===== config.mk =====
export PLATFORM = sky130hd
export DESIGN_NAME = mipsDecodePipe
export DESIGN_NICKNAME = d
export VERILOG_FILES = /design/src/hdl/mipsPkg.sv /design/src/hdl/controlUnit.sv /design/src/hdl/destRouter.sv /design/src/hdl/instrClassify.sv /design/src/hdl/mipsDecodePipe.sv
export VERILOG_INCLUDE_DIRS = /design/src /design/src/hdl
export SDC_FILE = /design/constraint.sdc
export NUM_CORES = 1
export LEC_CHECK = 0
export ABC_CLOCK_PERIOD_IN_PS = 4450
export BUFFER_PORTS_ARGS = -buffer_cell sky130_fd_sc_hd__buf_2
export CAP_MARGIN = 20
export CORE_MARGIN = 10
export CORE_UTILIZATION = 58
export DETAILED_ROUTE_END_ITERATION = 7
export PLACE_DENSITY = 0.9
export SLEW_MARGIN = 25
export SYNTH_ARGS = -nofsm -noshare
export SYNTH_HDL_FRONTEND = slang
export SYNTH_SLANG_ARGS = --single-unit
export TNS_END_PERCENT = 20

===== constraint.sdc =====
create_clock -name clk -period 4.45 [get_ports clk]
set_clock_uncertainty 0.2 [all_clocks]
set_input_delay 0.445 -clock clk [delete_from_list [all_inputs] [get_ports clk]]
set_output_delay 0.445 -clock clk [all_outputs]
set_load 0.03 [all_outputs]

===== src/hdl/mips_defs.svh =====
`ifndef MIPS_DEFS_SVH
`define MIPS_DEFS_SVH

// Datapath widths
`define MIPS_WORD       32
`define MIPS_REG_BITS   5

// Link register for JAL, BLTZAL and BGEZAL
`define MIPS_LINK_REG   31

// Instruction field positions
`define MIPS_OPCODE_MSB 31
`define MIPS_OPCODE_LSB 26
`define MIPS_RS         25:21
`define MIPS_RT         20:16
`define MIPS_RD         15:11
`define MIPS_FUNCT      5:0
`define MIPS_IMM        15:0
`define MIPS_INDEX      25:0

// REGIMM rt codes that also link
`define MIPS_RT_BLTZAL  16
`define MIPS_RT_BGEZAL  17

`endif


===== src/hdl/mipsPkg.sv =====
package mipsPkg;

    // Primary opcodes handled by the decoder
    typedef enum logic [5:0] {
        opRtype  = 6'h00,
        opRegimm = 6'h01,
        opJ      = 6'h02,
        opJal    = 6'h03,
        opBeq    = 6'h04,
        opBne    = 6'h05,
        opBlez   = 6'h06,
        opBgtz   = 6'h07,
        opAddi   = 6'h08,
        opAddiu  = 6'h09,
        opSlti   = 6'h0a,
        opSltiu  = 6'h0b,
        opAndi   = 6'h0c,
        opOri    = 6'h0d,
        opXori   = 6'h0e,
        opLui    = 6'h0f,
        opLb     = 6'h20,
        opLh     = 6'h21,
        opLwl    = 6'h22,
        opLw     = 6'h23,
        opLbu    = 6'h24,
        opLhu    = 6'h25,
        opLwr    = 6'h26,
        opSb     = 6'h28,
        opSh     = 6'h29,
        opSw     = 6'h2b
    } opcodeT;

    // R-type functs that need more than a plain ALU write
    typedef enum logic [5:0] {
        fnJr    = 6'h08,
        fnJalr  = 6'h09,
        fnMfhi  = 6'h10,
        fnMthi  = 6'h11,
        fnMflo  = 6'h12,
        fnMtlo  = 6'h13,
        fnMult  = 6'h18,
        fnMultu = 6'h19,
        fnDiv   = 6'h1a,
        fnDivu  = 6'h1b
    } functT;

    typedef enum logic [2:0] {
        classAlu,
        classImm,
        classLoad,
        classStore,
        classBranch,
        classJump,
        classJumpReg
    } instrClassT;

    typedef enum logic [1:0] {
        dstRt   = 2'd0,
        dstRd   = 2'd1,
        dstLink = 2'd2
    } regDstT;

    typedef enum logic [2:0] {
        wbAlu     = 3'd0,
        wbMem     = 3'd1,
        wbPcPlus8 = 3'd2,
        wbHi      = 3'd3,
        wbLo      = 3'd4
    } wbSrcT;

endpackage


===== src/hdl/controlUnit.sv =====
`timescale 1ns/100ps

`include "mips_defs.svh"

module controlUnit
    import mipsPkg::*;
(
    input  logic                  clk,
    input  logic                  reset,
    input  logic                  valid1,
    input  logic [`MIPS_WORD-1:0] instr1,
    input  logic [`MIPS_WORD-1:0] pc1,
    input  instrClassT            instrClass1,
    output logic                  valid2,
    output logic [`MIPS_WORD-1:0] instr2,
    output logic [`MIPS_WORD-1:0] pc2,
    output logic [1:0]            regWrite2,
    output regDstT                regDst2,
    output wbSrcT                 wbSrc2,
    output logic                  memRead2,
    output logic                  memWrite2,
    output logic                  hiWrite2,
    output logic                  loWrite2,
    output logic                  jump2,
    output logic                  jumpReg2,
    output logic                  delaySlot2
);

    opcodeT                   opcode;
    functT                    funct;
    logic [`MIPS_REG_BITS-1:0] rt;

    logic [1:0] nextRegWrite;
    regDstT     nextRegDst;
    wbSrcT      nextWbSrc;
    logic       nextMemRead;
    logic       nextMemWrite;
    logic       nextHiWrite;
    logic       nextLoWrite;
    logic       nextJump;
    logic       nextJumpReg;
    logic       nextDelaySlot;

    always_comb
    begin
        opcode = opcodeT'(instr1[`MIPS_OPCODE_MSB:`MIPS_OPCODE_LSB]);
        funct  = functT'(instr1[`MIPS_FUNCT]);
        rt     = instr1[`MIPS_RT];

        // Everything off unless a rule below turns it on
        nextRegWrite  = 2'b00;
        nextRegDst    = dstRt;
        nextWbSrc     = wbAlu;
        nextMemRead   = 1'b0;
        nextMemWrite  = 1'b0;
        nextHiWrite   = 1'b0;
        nextLoWrite   = 1'b0;
        nextJump      = 1'b0;
        nextJumpReg   = 1'b0;
        nextDelaySlot = 1'b0;

        case (instrClass1)
            classAlu, classJumpReg:
            begin
                nextRegDst   = dstRd;
                nextRegWrite = 2'b11;
                case (funct)
                    fnJr:
                    begin
                        nextRegWrite  = 2'b00;
                        nextJumpReg   = 1'b1;
                        nextDelaySlot = 1'b1;
                    end
                    fnJalr:
                    begin
                        nextJumpReg   = 1'b1;
                        nextDelaySlot = 1'b1;
                        nextWbSrc     = wbPcPlus8;
                    end
                    fnMfhi:
                        nextWbSrc = wbHi;
                    fnMflo:
                        nextWbSrc = wbLo;
                    fnMthi:
                    begin
                        nextRegWrite = 2'b00;
                        nextHiWrite  = 1'b1;
                    end
                    fnMtlo:
                    begin
                        nextRegWrite = 2'b00;
                        nextLoWrite  = 1'b1;
                    end
                    // Multiply and divide fill both HI and LO
                    fnMult, fnMultu, fnDiv, fnDivu:
                    begin
                        nextRegWrite = 2'b00;
                        nextHiWrite  = 1'b1;
                        nextLoWrite  = 1'b1;
                    end
                    default:
                    begin
                        nextWbSrc = wbAlu;
                    end
                endcase
            end
            classImm:
                nextRegWrite = 2'b11;
            classLoad:
            begin
                nextMemRead = 1'b1;
                nextWbSrc   = wbMem;
                // Unaligned loads only merge part of the word
                case (opcode)
                    opLwl:   nextRegWrite = 2'b01;
                    opLwr:   nextRegWrite = 2'b10;
                    default: nextRegWrite = 2'b11;
                endcase
            end
            classStore:
                nextMemWrite = 1'b1;
            classJump:
            begin
                nextJump      = 1'b1;
                nextDelaySlot = 1'b1;
                if (opcode == opJal)
                begin
                    nextRegDst   = dstLink;
                    nextWbSrc    = wbPcPlus8;
                    nextRegWrite = 2'b11;
                end
            end
            classBranch:
            begin
                nextDelaySlot = 1'b1;
                if (opcode == opRegimm &&
                    (rt == `MIPS_RT_BLTZAL || rt == `MIPS_RT_BGEZAL))
                begin
                    nextRegDst   = dstLink;
                    nextWbSrc    = wbPcPlus8;
                    nextRegWrite = 2'b11;
                end
            end
            default:
            begin
                nextRegWrite = 2'b00;
            end
        endcase
    end

    // Control word drops to zero on a bubble
    always_ff @(posedge clk)
    begin
        if (reset)
        begin
            valid2     <= 1'b0;
            regWrite2  <= 2'b00;
            memRead2   <= 1'b0;
            memWrite2  <= 1'b0;
            hiWrite2   <= 1'b0;
            loWrite2   <= 1'b0;
            jump2      <= 1'b0;
            jumpReg2   <= 1'b0;
            delaySlot2 <= 1'b0;
        end
        else
        begin
            valid2     <= valid1;
            regWrite2  <= valid1 ? nextRegWrite : 2'b00;
            memRead2   <= valid1 & nextMemRead;
            memWrite2  <= valid1 & nextMemWrite;
            hiWrite2   <= valid1 & nextHiWrite;
            loWrite2   <= valid1 & nextLoWrite;
            jump2      <= valid1 & nextJump;
            jumpReg2   <= valid1 & nextJumpReg;
            delaySlot2 <= valid1 & nextDelaySlot;
        end
    end

    always_ff @(posedge clk)
    begin
        if (valid1)
        begin
            instr2  <= instr1;
            pc2     <= pc1;
            regDst2 <= nextRegDst;
            wbSrc2  <= nextWbSrc;
        end
    end

endmodule


===== src/hdl/destRouter.sv =====
`timescale 1ns/100ps

`include "mips_defs.svh"

module destRouter
    import mipsPkg::*;
(
    input  logic                      clk,
    input  logic                      reset,
    input  logic                      valid2,
    input  logic [`MIPS_WORD-1:0]     instr2,
    input  logic [`MIPS_WORD-1:0]     pc2,
    input  logic [1:0]                regWrite2,
    input  regDstT                    regDst2,
    input  wbSrcT                     wbSrc2,
    input  logic                      memRead2,
    input  logic                      memWrite2,
    input  logic                      hiWrite2,
    input  logic                      loWrite2,
    input  logic                      jump2,
    input  logic                      jumpReg2,
    input  logic                      delaySlot2,
    output logic                      outValid,
    output logic [1:0]                regWrite,
    output logic [`MIPS_REG_BITS-1:0] destReg,
    output wbSrcT                     wbSrc,
    output logic                      memRead,
    output logic                      memWrite,
    output logic                      hiWrite,
    output logic                      loWrite,
    output logic                      jump,
    output logic                      jumpReg,
    output logic                      delaySlot,
    output logic                      branch,
    output logic [`MIPS_WORD-1:0]     target
);

    logic [`MIPS_REG_BITS-1:0] selDest;
    logic [15:0]               imm;
    logic [`MIPS_WORD-1:0]     pcPlus4;
    logic [`MIPS_WORD-1:0]     branchOffset;
    logic [`MIPS_WORD-1:0]     nextTarget;
    logic                      isBranch;

    always_comb
    begin
        case (regDst2)
            dstRd:   selDest = instr2[`MIPS_RD];
            dstLink: selDest = `MIPS_REG_BITS'(`MIPS_LINK_REG);
            default: selDest = instr2[`MIPS_RT];
        endcase
    end

    // Delay slot without a jump of either kind can only be a branch
    assign isBranch     = delaySlot2 & ~jump2 & ~jumpReg2;
    assign imm          = instr2[`MIPS_IMM];
    assign pcPlus4      = pc2 + `MIPS_WORD'(4);
    assign branchOffset = {{(`MIPS_WORD-18){imm[15]}}, imm, 2'b00};

    always_comb
    begin
        if (jump2)
            nextTarget = {pcPlus4[`MIPS_WORD-1:`MIPS_WORD-4], instr2[`MIPS_INDEX], 2'b00};
        else if (isBranch)
            nextTarget = pcPlus4 + branchOffset;
        else
            nextTarget = '0;
    end

    always_ff @(posedge clk)
    begin
        if (reset)
        begin
            outValid  <= 1'b0;
            regWrite  <= 2'b00;
            memRead   <= 1'b0;
            memWrite  <= 1'b0;
            hiWrite   <= 1'b0;
            loWrite   <= 1'b0;
            jump      <= 1'b0;
            jumpReg   <= 1'b0;
            delaySlot <= 1'b0;
            branch    <= 1'b0;
        end
        else
        begin
            outValid  <= valid2;
            // Writes to $zero are dropped here
            regWrite  <= (valid2 && selDest != '0) ? regWrite2 : 2'b00;
            memRead   <= valid2 & memRead2;
            memWrite  <= valid2 & memWrite2;
            hiWrite   <= valid2 & hiWrite2;
            loWrite   <= valid2 & loWrite2;
            jump      <= valid2 & jump2;
            jumpReg   <= valid2 & jumpReg2;
            delaySlot <= valid2 & delaySlot2;
            branch    <= valid2 & isBranch;
        end
    end

    always_ff @(posedge clk)
    begin
        if (valid2)
        begin
            destReg <= selDest;
            wbSrc   <= wbSrc2;
            target  <= nextTarget;
        end
    end

endmodule


===== src/hdl/instrClassify.sv =====
`timescale 1ns/100ps

`include "mips_defs.svh"

module instrClassify
    import mipsPkg::*;
(
    input  logic                  clk,
    input  logic                  reset,
    input  logic                  instrValid,
    input  logic [`MIPS_WORD-1:0] instr,
    input  logic [`MIPS_WORD-1:0] pc,
    output logic                  valid1,
    output logic [`MIPS_WORD-1:0] instr1,
    output logic [`MIPS_WORD-1:0] pc1,
    output instrClassT            instrClass1
);

    opcodeT     opcode;
    functT      funct;
    instrClassT nextClass;

    always_comb
    begin
        opcode = opcodeT'(instr[`MIPS_OPCODE_MSB:`MIPS_OPCODE_LSB]);
        funct  = functT'(instr[`MIPS_FUNCT]);
        case (opcode)
            opRtype:
            begin
                // Register jumps get their own class, the rest go to the ALU
                if (funct == fnJr || funct == fnJalr)
                    nextClass = classJumpReg;
                else
                    nextClass = classAlu;
            end
            opJ, opJal:
                nextClass = classJump;
            opBeq, opBne, opBlez, opBgtz, opRegimm:
                nextClass = classBranch;
            opLb, opLh, opLwl, opLw, opLbu, opLhu, opLwr:
                nextClass = classLoad;
            opSb, opSh, opSw:
                nextClass = classStore;
            default:
                nextClass = classImm;
        endcase
    end

    always_ff @(posedge clk)
    begin
        if (reset)
            valid1 <= 1'b0;
        else
            valid1 <= instrValid;
    end

    // Payload only moves with a valid instruction
    always_ff @(posedge clk)
    begin
        if (instrValid)
        begin
            instr1      <= instr;
            pc1         <= pc;
            instrClass1 <= nextClass;
        end
    end

endmodule


===== src/hdl/mipsDecodePipe.sv =====
`timescale 1ns/100ps

`include "mips_defs.svh"

module mipsDecodePipe
    import mipsPkg::*;
(
    input  logic                      clk,
    input  logic                      reset,
    input  logic                      instrValid,
    input  logic [`MIPS_WORD-1:0]     instr,
    input  logic [`MIPS_WORD-1:0]     pc,
    output logic                      outValid,
    output logic [1:0]                regWrite,
    output logic [`MIPS_REG_BITS-1:0] destReg,
    output wbSrcT                     wbSrc,
    output logic                      memRead,
    output logic                      memWrite,
    output logic                      hiWrite,
    output logic                      loWrite,
    output logic                      jump,
    output logic                      jumpReg,
    output logic                      delaySlot,
    output logic                      branch,
    output logic [`MIPS_WORD-1:0]     target
);

    // Stage 1 outputs
    logic                  valid1;
    logic [`MIPS_WORD-1:0] instr1;
    logic [`MIPS_WORD-1:0] pc1;
    instrClassT            instrClass1;

    // Stage 2 outputs
    logic                  valid2;
    logic [`MIPS_WORD-1:0] instr2;
    logic [`MIPS_WORD-1:0] pc2;
    logic [1:0]            regWrite2;
    regDstT                regDst2;
    wbSrcT                 wbSrc2;
    logic                  memRead2;
    logic                  memWrite2;
    logic                  hiWrite2;
    logic                  loWrite2;
    logic                  jump2;
    logic                  jumpReg2;
    logic                  delaySlot2;

    instrClassify i_classify (
        .clk         (clk),
        .reset       (reset),
        .instrValid  (instrValid),
        .instr       (instr),
        .pc          (pc),
        .valid1      (valid1),
        .instr1      (instr1),
        .pc1         (pc1),
        .instrClass1 (instrClass1)
    );

    controlUnit i_control (
        .clk         (clk),
        .reset       (reset),
        .valid1      (valid1),
        .instr1      (instr1),
        .pc1         (pc1),
        .instrClass1 (instrClass1),
        .valid2      (valid2),
        .instr2      (instr2),
        .pc2         (pc2),
        .regWrite2   (regWrite2),
        .regDst2     (regDst2),
        .wbSrc2      (wbSrc2),
        .memRead2    (memRead2),
        .memWrite2   (memWrite2),
        .hiWrite2    (hiWrite2),
        .loWrite2    (loWrite2),
        .jump2       (jump2),
        .jumpReg2    (jumpReg2),
        .delaySlot2  (delaySlot2)
    );

    destRouter i_router (
        .clk        (clk),
        .reset      (reset),
        .valid2     (valid2),
        .instr2     (instr2),
        .pc2        (pc2),
        .regWrite2  (regWrite2),
        .regDst2    (regDst2),
        .wbSrc2     (wbSrc2),
        .memRead2   (memRead2),
        .memWrite2  (memWrite2),
        .hiWrite2   (hiWrite2),
        .loWrite2   (loWrite2),
        .jump2      (jump2),
        .jumpReg2   (jumpReg2),
        .delaySlot2 (delaySlot2),
        .outValid   (outValid),
        .regWrite   (regWrite),
        .destReg    (destReg),
        .wbSrc      (wbSrc),
        .memRead    (memRead),
        .memWrite   (memWrite),
        .hiWrite    (hiWrite),
        .loWrite    (loWrite),
        .jump       (jump),
        .jumpReg    (jumpReg),
        .delaySlot  (delaySlot),
        .branch     (branch),
        .target     (target)
    );

endmodule


==> reports/results.tsv, run 1 <==
metric	value	unit
hold path start	instr[30]	
Cell Count, Final, Fillers Out	1075	
crit-path cells	ha_1 -> inv_1 -> or2_2 -> nor3_1 -> nand2_1 -> xnor2_1 -> ha_1 -> nand2_1 -> o21ai_0 -> nor2_1 -> a21oi_2 -> o22ai_1 -> o2111a_1 -> a211o_1	
Inserted Clock Buffers	17	
gr ovfl total	0	
final instance area	10800	um^2
std cell rows	45	
vias in the first global route	6533	
dominant synthesized flop cell	edfxtp_1	
Detail Route Antenna Nets	0	
Placed Area	9580	um^2
worst flop-to-flop path startpoint	i_control.pc2[2]	
GR met2 Demand/Resource	36.6	%
IO Pins	118	
critical setup path kind	flip-flop to flip-flop	
post-synthesis sequential area ratio	62.9	%
GRT Util Overall	22.1	%
die width	143	um
syn_area_per_cell	12.7	um^2
YS warnings	0	
crit end category	flip-flop	
number of synthesized flops with an enable pin	170	
ys async rst share	0	%
Final Hold Violating Endpoints	0	
required time of the worst setup path	4.45	ns
routed vias/inst	5.98	
worst slew pin tran	0.998	ns
worst min path class	input pin to flip-flop	
placed cells	984	
Worst path slowest cell	nor3_1	
Worst Path Buf+Inv	1	
Gate Count Post-Synth	696	
DRC Markers	0	
GPL Wtd Cong	0.942	
max_slew headroom	33.4	%
GR peak layer	met2	
maximum VDD drop	265	uV
met3 Use GR	5.31	%
P&R area growth vs syn	22.1	%
area of the multi-input gates	3100	um^2
Largest delay share family, worst path	compound AO/OA/AOI/OAI gates	
post-synth top area share	57.9	%
Root Driver	clkbuf_16	
Pleak	4.27	nW
Reg area	5550	um^2
Worst setup startpoint	i_control.pc2[2]	
DIE AREA	20500	um^2
setup ws final	0.298	ns
Worst-path clk slew	0.07	ns
global-route track usage on met1	26.4	%
vias after detailed routing	6427	
Final period util	93.3	%
min Tclk post-route	4.15	ns
unrepaired setup endpoints after global routing	false	
pre-CTS setup slack	0.507	ns
Setup Viol. Count Final	0	
arrival time worst endpoint	4.15	ns
Starting Density	58.6	%
cell taking the most area after synthesis	edfxtp_1	
die height	143	um
Cell variety after synth	66	
layout cell share with drive strength beyond 1	19.2	%
Post-Syn Nets	801	
initial antenna violation count	0	
initial drt markers	890	
# diodes	0	
CTS tree	yes	
final max-slew violation count	0	
drt pass-1 iters	6	
first-pass GRT wire length	34.8	mm
status	finished, final reports clean	
Skew-Pair Late Insertion Delay	0.45	ns
Setup Total Neg Slack	0	ns
Final Util	71.6	%
DR WL/cell	20.8	um
critical path peak fanout	6	
CTS Buffer Depth	2	
setup bufs post-CTS	0	
most common cell in the netlist	edfxtp_1	
top cells by area, synth	edfxtp_1 58%, ha_1 5.3%, dfxtp_1 5.0%	
HPWL Detailed	14.3	mm
H-tree lvl count	4	
Post-synth top cells	170 x edfxtp_1, 58 x nand2_1, 48 x o21ai_0	
filler instances	955	
Max Cap Viol	0	
core area	15000	um^2
total wire length	22.4	mm
Layout Nets	979	
Achievable Freq	0.241	GHz
Final Power	4.29	mW
clk sinks	192	
Yosys reg bits	192	
# port buffers	117	
Startpoint Class	flip-flop	
pwr dens	398	nW/um^2
mapped cell area	8810	um^2
CP peak stage delay	0.53	ns
Hold WS	0.0161	ns
pin count of the biggest net entering global routing	64	
[worst reg2reg max path, cell delays in order, from the launching register on]
cell	delay [ns]
edfxtp_1	0.48
ha_1	0.19
inv_1	0.03
or2_2	0.32
nor3_1	0.53
nand2_1	0.16
xnor2_1	0.16
ha_1	0.40
nand2_1	0.07
o21ai_0	0.22
nor2_1	0.09
a21oi_2	0.22
o22ai_1	0.22
o2111a_1	0.33
a211o_1	0.28
[registers in the layout, indices dropped and copies added, names as in the netlist, 2 cells and up]
signal	cells
i_classify.instr1	32
i_classify.pc1	32
i_control.pc2	32
i_router.target	32
i_control.instr2	26
i_router.destReg	5
i_classify.instrClass1	3
i_control.wbSrc2	3
i_router.wbSrc	3
i_control.regDst2	2
i_control.regWrite2	2
i_router.regWrite	2
[path summary, 6_finish.rpt]
| check | to | slack [ns] | cells after the start |
|---|---|---|---|
| min | i_classify.instr1[30] | 0.02 | 1 |
| max | i_router.target[26] | 0.30 | 14 |
| min reg2reg | i_control.pc2[22] | 0.22 | 0 |
| max reg2reg | i_router.target[26] | 0.30 | 14 |
[layout make-up]
type                            count  share of cell area (%)
Clock buffer                       17                    3.95
Clock inverter                     15                    1.58
Inverter                           23                   0.802
Multi-Input combinational cell    460                    28.8
Sequential cell                   192                    51.5
Tap cell                          188                    2.18
Timing Repair Buffer              180                    11.2
[routing by layer]
layer,vias to the layer above,wire length (um)
met5,-,0
met4,0,848
met3,72,1900
met2,345,11100
met1,3035,8560
li1,2975,-
[power by group]
| group | total (mW) | switching [mW] | internal (mW) |
|---|---|---|---|
| Sequential | 2.15 | 0.0749 | 2.08 |
| Clock | 1.55 | 0.749 | 0.800 |
| Combinational | 0.590 | 0.343 | 0.247 |
[kinds of logic (layout without fill, tap and decap cells)]
group,count (synthesis),count (layout),share of synthesized area [%]
AO/OA/AOI/OAI,153,153,11.5
XOR/XNOR,51,51,5.07
adder cells (fa/ha/maj),39,39,5.59
buffers and inverters,44,235,1.97
flip-flops,192,192,62.9
multiplexers,2,2,0.241
AND/OR/NAND/NOR,215,215,12.7
[cells in the final DEF (no fill, tap or decap), types with 11 or more instances in the layout]
master / n
a21o_1: 16
a21oi_1: 36
and2_1: 13
and3_1: 13
buf_2: 117
clkbuf_16: 17
dfxtp_1: 20
dlygate4sd3_1: 59
edfxtp_1: 170
ha_1: 37
inv_1: 23
nand2_1: 58
nand2b_1: 11
nand3_1: 28
nand4_1: 13
nor2_1: 38
nor3_1: 14
o21ai_0: 48
xnor2_1: 34
xor2_1: 17
[what timing repair did]
action / in CTS / in global routing
gates resized for setup: 0 / 0
hold buffers: 58 / 1
hold endpoints to repair: 58 / 1
Note: power is estimated with default switching activity, not from simulation.
==> run 2, diff against run 1 <==
Settings changed: ABC_CLOCK_PERIOD_IN_PS 4450 to 3910, CORE_ASPECT_RATIO from default to 0.8.
Clock period 4.45 ns to 3.91 ns, I/O delays scaled along.
==> reports/results.tsv, run 2 (synthesis gave the netlist of run 1 again) <==
metric	value	unit	change
status	finished, final reports clean		
Setup Viol. Count Final	0		unchanged
Max Cap Viol	0		unchanged
most common cell after layout, fill and taps aside	edfxtp_1		
first-pass GRT wire length	34.4	mm	-0.99%
Largest delay share family, worst path	compound AO/OA/AOI/OAI gates		
vias after detailed routing	6500		+1.1%
pwr dens	441	nW/um^2	+11%
core area	15000	um^2	-0.46%
die height	130	um	-9.1%
Skew-Pair Late Insertion Delay	0.44	ns	about the same
Final Util	73.3	%	+1.7 points
Worst Hold Endpoint	i_classify.instr1[28]		
Pleak	4.37	nW	+2.3%
required time of the worst setup path	3.90	ns	-0.55 ns
initial antenna violation count	0		unchanged
routed vias/inst	5.94		-0.71%
DR WL/cell	20.2	um	-3.0%
arrival time worst endpoint	3.75	ns	-0.40 ns
Layout Nets	998		+1.9%
Starting Density	58.9	%	+0.27 points
drt pass-1 iters	5		-1
cell repeated most along the worst path	nand2_1		
Detail Route Antenna Nets	0		unchanged
maximum VDD drop	505	uV	+91%
worst min path class	input pin to flip-flop		
critical setup path kind	flip-flop to flip-flop		
Final period util	96.1	%	+2.8 points
Inserted Clock Buffers	17		unchanged
hold path depth	1		unchanged
# port buffers	117		unchanged
H-tree lvl count	4		unchanged
R2R Path End	i_router.target[26]		
P&R area growth vs syn	24.5	%	
GPL Wtd Cong	0.924		-1.9%
top layer in use	met4		
clk sinks	192		unchanged
hold path start	instr[28]		
Achievable Freq	0.266	GHz	+10%
GRT Util Overall	21.8	%	-0.28 points
Worst Path Buf+Inv	2		+1
Worst path slowest cell	edfxtp_1		
final max-slew violation count	0		unchanged
final instance area	11000	um^2	+1.9%
DIE AREA	20600	um^2	+0.15%
# diodes	0		unchanged
DR WL met2	10.6	mm	-4.2%
min Tclk post-route	3.76	ns	-0.394 ns
vias in the first global route	6335		-3.0%
Final Hold Violating Endpoints	0		unchanged
CTS tree	yes		
CTS Buffer Depth	2		unchanged
critical path peak fanout	6		unchanged
Placed Area	9650	um^2	+0.72%
crit end category	flip-flop		
max_slew headroom	44.6	%	+11 points
flop-to-flop setup slack	0.15	ns	-0.15 ns
placed cells	994		+1.0%
pin count of the biggest net entering global routing	46		-28%
Root Driver	clkbuf_16		
met3 routed WL	1.86	mm	-2.2%
r2r worst-path depth	15		+1
Startpoint Class	flip-flop		
HPWL Detailed	14.6	mm	+1.6%
wl on met1	9.04	mm	+5.6%
gr ovfl total	0		unchanged
worst flop-to-flop path startpoint	i_control.pc2[2]		
crit-path cells	ha_1 -> inv_1 -> or2_2 -> nor3_1 -> buf_4 -> nand2_1 -> xnor2_1 -> ha_2 -> nand2_1 -> o21ai_1 -> nor2_1 -> a21oi_2 -> o22ai_2 -> o2111a_1 -> a211o_1		
initial drt markers	687		-23%
CP peak stage delay	0.46	ns	-0.07 ns
most frequent cells in the layout	170 x edfxtp_1, 116 x buf_2, 64 x dlygate4sd3_1		
layout cell share with drive strength beyond 1	21.5	%	+2.4 points
IO Pins	118		unchanged
DRC Markers	0		unchanged
total wire length	22.1	mm	-1.2%
std cell rows	40		-11%
Worst-path clk slew	0.08	ns	about the same
die width	158	um	+10%
Cell Count, Final, Fillers Out	1095		+1.9%
worst slew pin tran	0.832	ns	-0.167 ns
-- run 2: cell count changes in the layout (fill, tap and decap cells not counted), sizes merged --
cell / before / now
inv: 30 / 31
buf: 121 / 135
dlygate4sd3: 59 / 64
clkinvlp: 3 / 2
bufinv: 1 / 0
clkbuf: 17 / 18
-- run 2: area by class of cell --
type | instances | area, um^2
fill | 900 | 3990
timing repair buffer | 199 | 1360
tap | 189 | 236
clock buffer | 18 | 429
sequential | 192 | 5550
inverter | 23 | 86.3
clock inverter | 14 | 145
multi-input combinational | 460 | 3160
-- run 2: report_power, final --
group	total [mW]	internal, mW	switching, mW
registers	2.45	2.36	0.0858
logic	0.700	0.301	0.399
clock network	1.69	0.852	0.840
-- run 2: per-layer routing --
metal / track usage [%] / vias up
met5: 0 / -
met4: 8.67 / 0
met3: 6.02 / 46
met2: 35.5 / 339
met1: 27.1 / 3100
li1: - / 3015
-- run 2: stage by stage --
step / setup WS, ns / TNS (ns) / total power [mW] / hold WS, ns
2_1_floorplan: 0.547 / 0 / 2.89 / 0.200
3_3_place_gp: 0.273 / 0 / 3.07 / 0.202
3_5_place_dp: 0.0872 / 0 / 3.09 / 0.205
4_1_cts: 0.0132 / 0 / 4.80 / 0.00236
5_1_grt: -0.00244 / -0.00244 / 5.01 / 0.00193
6_report: 0.151 / 0 / 4.84 / 0.00778
-- run 2: what timing repair did --
action,4_1_cts,5_1_grt
resized for setup,0,15
buffers inserted,0,5
hold buffers,64,0
hold endpoints to repair,64,0
endpoints found under the setup margin,0,10
-- run 2: worst max-delay path by stage --
stage,endpoint,depth (start not counted),slack (ns),start
global placement,i_router.target[31],14,0.27,i_control.pc2[4]
floorplan,i_router.target[31],13,0.55,i_control.pc2[4]
detailed placement,i_router.target[31],13,0.09,i_control.pc2[8]
CTS,i_router.target[27],12,0.01,i_control.pc2[2]
finish,i_router.target[26],15,0.15,i_control.pc2[2]
global route,i_router.target[27],12,-0.002,i_control.pc2[4]
==> run 3, diff against run 2 <==
Settings changed: ABC_CLOCK_PERIOD_IN_PS 3910 to 3250, CORE_UTILIZATION 58 to 52, PLACE_DENSITY 0.9 to 0.86.
Clock period 3.91 ns to 3.25 ns, I/O delays scaled along.
==> reports/results.tsv, run 3 (synthesis gave the netlist of run 1 again) <==
metric	value	unit	change
worst slew pin tran	0.850	ns	+0.0189 ns
status	complete, but fails checks		
max_slew headroom	43.3	%	-1.3 points
vias in the first global route	7228		+14%
maximum VDD drop	484	uV	-4.3%
GPL Wtd Cong	0.889		-3.8%
switching share of power	29.4	%	+2.0 points
GRT Util Overall	22.1	%	+0.25 points
Setup Total Neg Slack	-7.58	ns	-7.58 ns
initial drt markers	894		+30%
# port buffers	117		unchanged
final instance area	12800	um^2	+17%
switching power	1.94	mW	+46%
drt pass-1 iters	6		+1
Startpoint Class	flip-flop		
Cell Count, Final, Fillers Out	1278		+17%
IO Pins	118		unchanged
crit end category	flip-flop		
DIE AREA	22600	um^2	+9.9%
first-pass GRT wire length	38.8	mm	+13%
Max Cap Viol	0		unchanged
Inserted Clock Buffers	17		unchanged
Detail Route Antenna Nets	0		unchanged
Pleak	5.27	nW	+21%
DR WL/cell	23.0	um	+14%
Setup Viol. Count Final	21		+21
total wire length	29.4	mm	+33%
pin count of the biggest net entering global routing	64		+39%
met3 Use GR	5.80	%	-0.22 points
global-route track usage on met1	27.4	%	+0.23 points
filler instances	890		-1.1%
std cell rows	42		+5.0%
GR peak layer	met2		
most common cell after layout, fill and taps aside	edfxtp_1		
routed vias/inst	6.00		+1.1%
core area	16600	um^2	+11%
final max-slew violation count	0		unchanged
CTS Buffer Depth	2		unchanged
Placed Area	10500	um^2	+9.0%
Worst path slowest cell	edfxtp_1		
die width	166	um	+4.9%
GR met2 Demand/Resource	35.6	%	+0.068 points
die height	136	um	+4.7%
most frequent cells in the layout	170 x edfxtp_1, 150 x buf_4, 117 x buf_2		
Achievable Freq	0.261	GHz	-2.0%
critical path peak fanout	4		-2
clk sinks	192		unchanged
HPWL Detailed	15.6	mm	+7.1%
gr ovfl total	0		unchanged
Root Driver	clkbuf_16		
initial antenna violation count	2		+2
Comb power frac	21.4	%	+6.9 points
clock network power share	34.1	%	-0.9 points
worst min path class	flip-flop to flip-flop		
Final Hold Violating Endpoints	0		unchanged
Hold WS	0.222	ns	+0.214 ns
Sequential Power Share	44.6	%	-6.0 points
cell repeated most along the worst path	buf_4		
Final Power	6.59	mW	+36%
arrival time worst endpoint	3.88	ns	+0.13 ns
H-tree lvl count	4		unchanged
vias after detailed routing	7669		+18%
Final Util	77.3	%	+4.0 points
setup ws final	-0.584	ns	-0.735 ns
failing checks	negative setup slack		
CTS tree	yes		
Layout Nets	1148		+15%
P&R area growth vs syn	45.6	%	
DRC Markers	0		unchanged
Starting Density	53.1	%	-5.8 points
pwr dens	514	nW/um^2	+16%
Final period util	118	%	+22 points
crit-path cells	nand4_4 -> buf_12 -> nor4_4 -> buf_4 -> buf_4 -> nand2_1 -> xnor2_2 -> ha_1 -> o21a_1 -> o21a_1 -> o21ai_0 -> buf_4 -> o311ai_4 -> xnor2_1 -> o22ai_1		
placed cells	1131		+14%
min Tclk post-route	3.83	ns	+0.0753 ns
Worst-path clk slew	0.08	ns	about the same
required time of the worst setup path	3.29	ns	-0.61 ns
critical setup path kind	flip-flop to flip-flop		
CP peak stage delay	0.40	ns	-0.06 ns
layout cell share with drive strength beyond 1	39.9	%	+18 points
pre-CTS setup slack	-0.380	ns	-0.468 ns
unrepaired setup endpoints after global routing	true		
Int Pwr	4.66	mW	+32%
Skew-Pair Late Insertion Delay	0.46	ns	+0.02 ns
run 3: critical path: cells and delay by family (launching register included):
kind / cells / cell delay, ns
AO/OA/AOI/OAI: 5 / 0.97
buffers and inverters: 4 / 0.78
AND/OR/NAND/NOR: 3 / 0.53
flip-flops: 1 / 0.40
XOR/XNOR: 2 / 0.40
adder cells (fa/ha/maj): 1 / 0.35
run 3: worst paths after layout:
path	start	to	slack [ns]	depth (start not counted)
max	i_control.pc2[10]	i_router.target[31]	-0.58	15
min	i_classify.pc1[1]	i_control.pc2[1]	0.22	0
max reg2reg	i_control.pc2[10]	i_router.target[31]	-0.58	15
min reg2reg	i_classify.pc1[1]	i_control.pc2[1]	0.22	0
run 3: final cells by class:
| type | instances | area (um^2) | area share, % |
|---|---|---|---|
| diodes | 2 | 5.00 | 0.0390 |
| clock buffers | 17 | 425 | 3.31 |
| clock inverters | 15 | 203 | 1.58 |
| inverters | 23 | 86.3 | 0.673 |
| multi-input cells | 460 | 3720 | 29.0 |
| flip-flops and latches | 192 | 5550 | 43.2 |
| well taps | 220 | 275 | 2.14 |
| repair buffers | 349 | 2570 | 20.0 |
run 3: repair_timing:
action,in CTS,in global routing
pin swaps,26,62
hold endpoints to repair,66,0
setup buffers,24,24
endpoints found under the setup margin,19,23
hold buffers,65,0
resized for setup,41,95
run 3: power by group through the flow:
| stage | combinational [mW] | clock (mW) | sequential, mW |
|---|---|---|---|
| 4_1_cts | 1.10 | 2.21 | 2.92 |
| 3_5_place_dp | 0.950 | 0 | 2.98 |
| 2_1_floorplan | 0.507 | 0 | 2.98 |
| 3_3_place_gp | 0.930 | 0 | 2.97 |
| 5_1_grt | 1.47 | 2.34 | 2.95 |
| 6_report | 1.41 | 2.25 | 2.94 |
run 3: per-layer routing:
layer  share of wire [%]  vias up
met4                 5.7        0
li1                    -     3312
met1                  37     3595
met5                   0        -
met3                  11      163
met2                  47      599
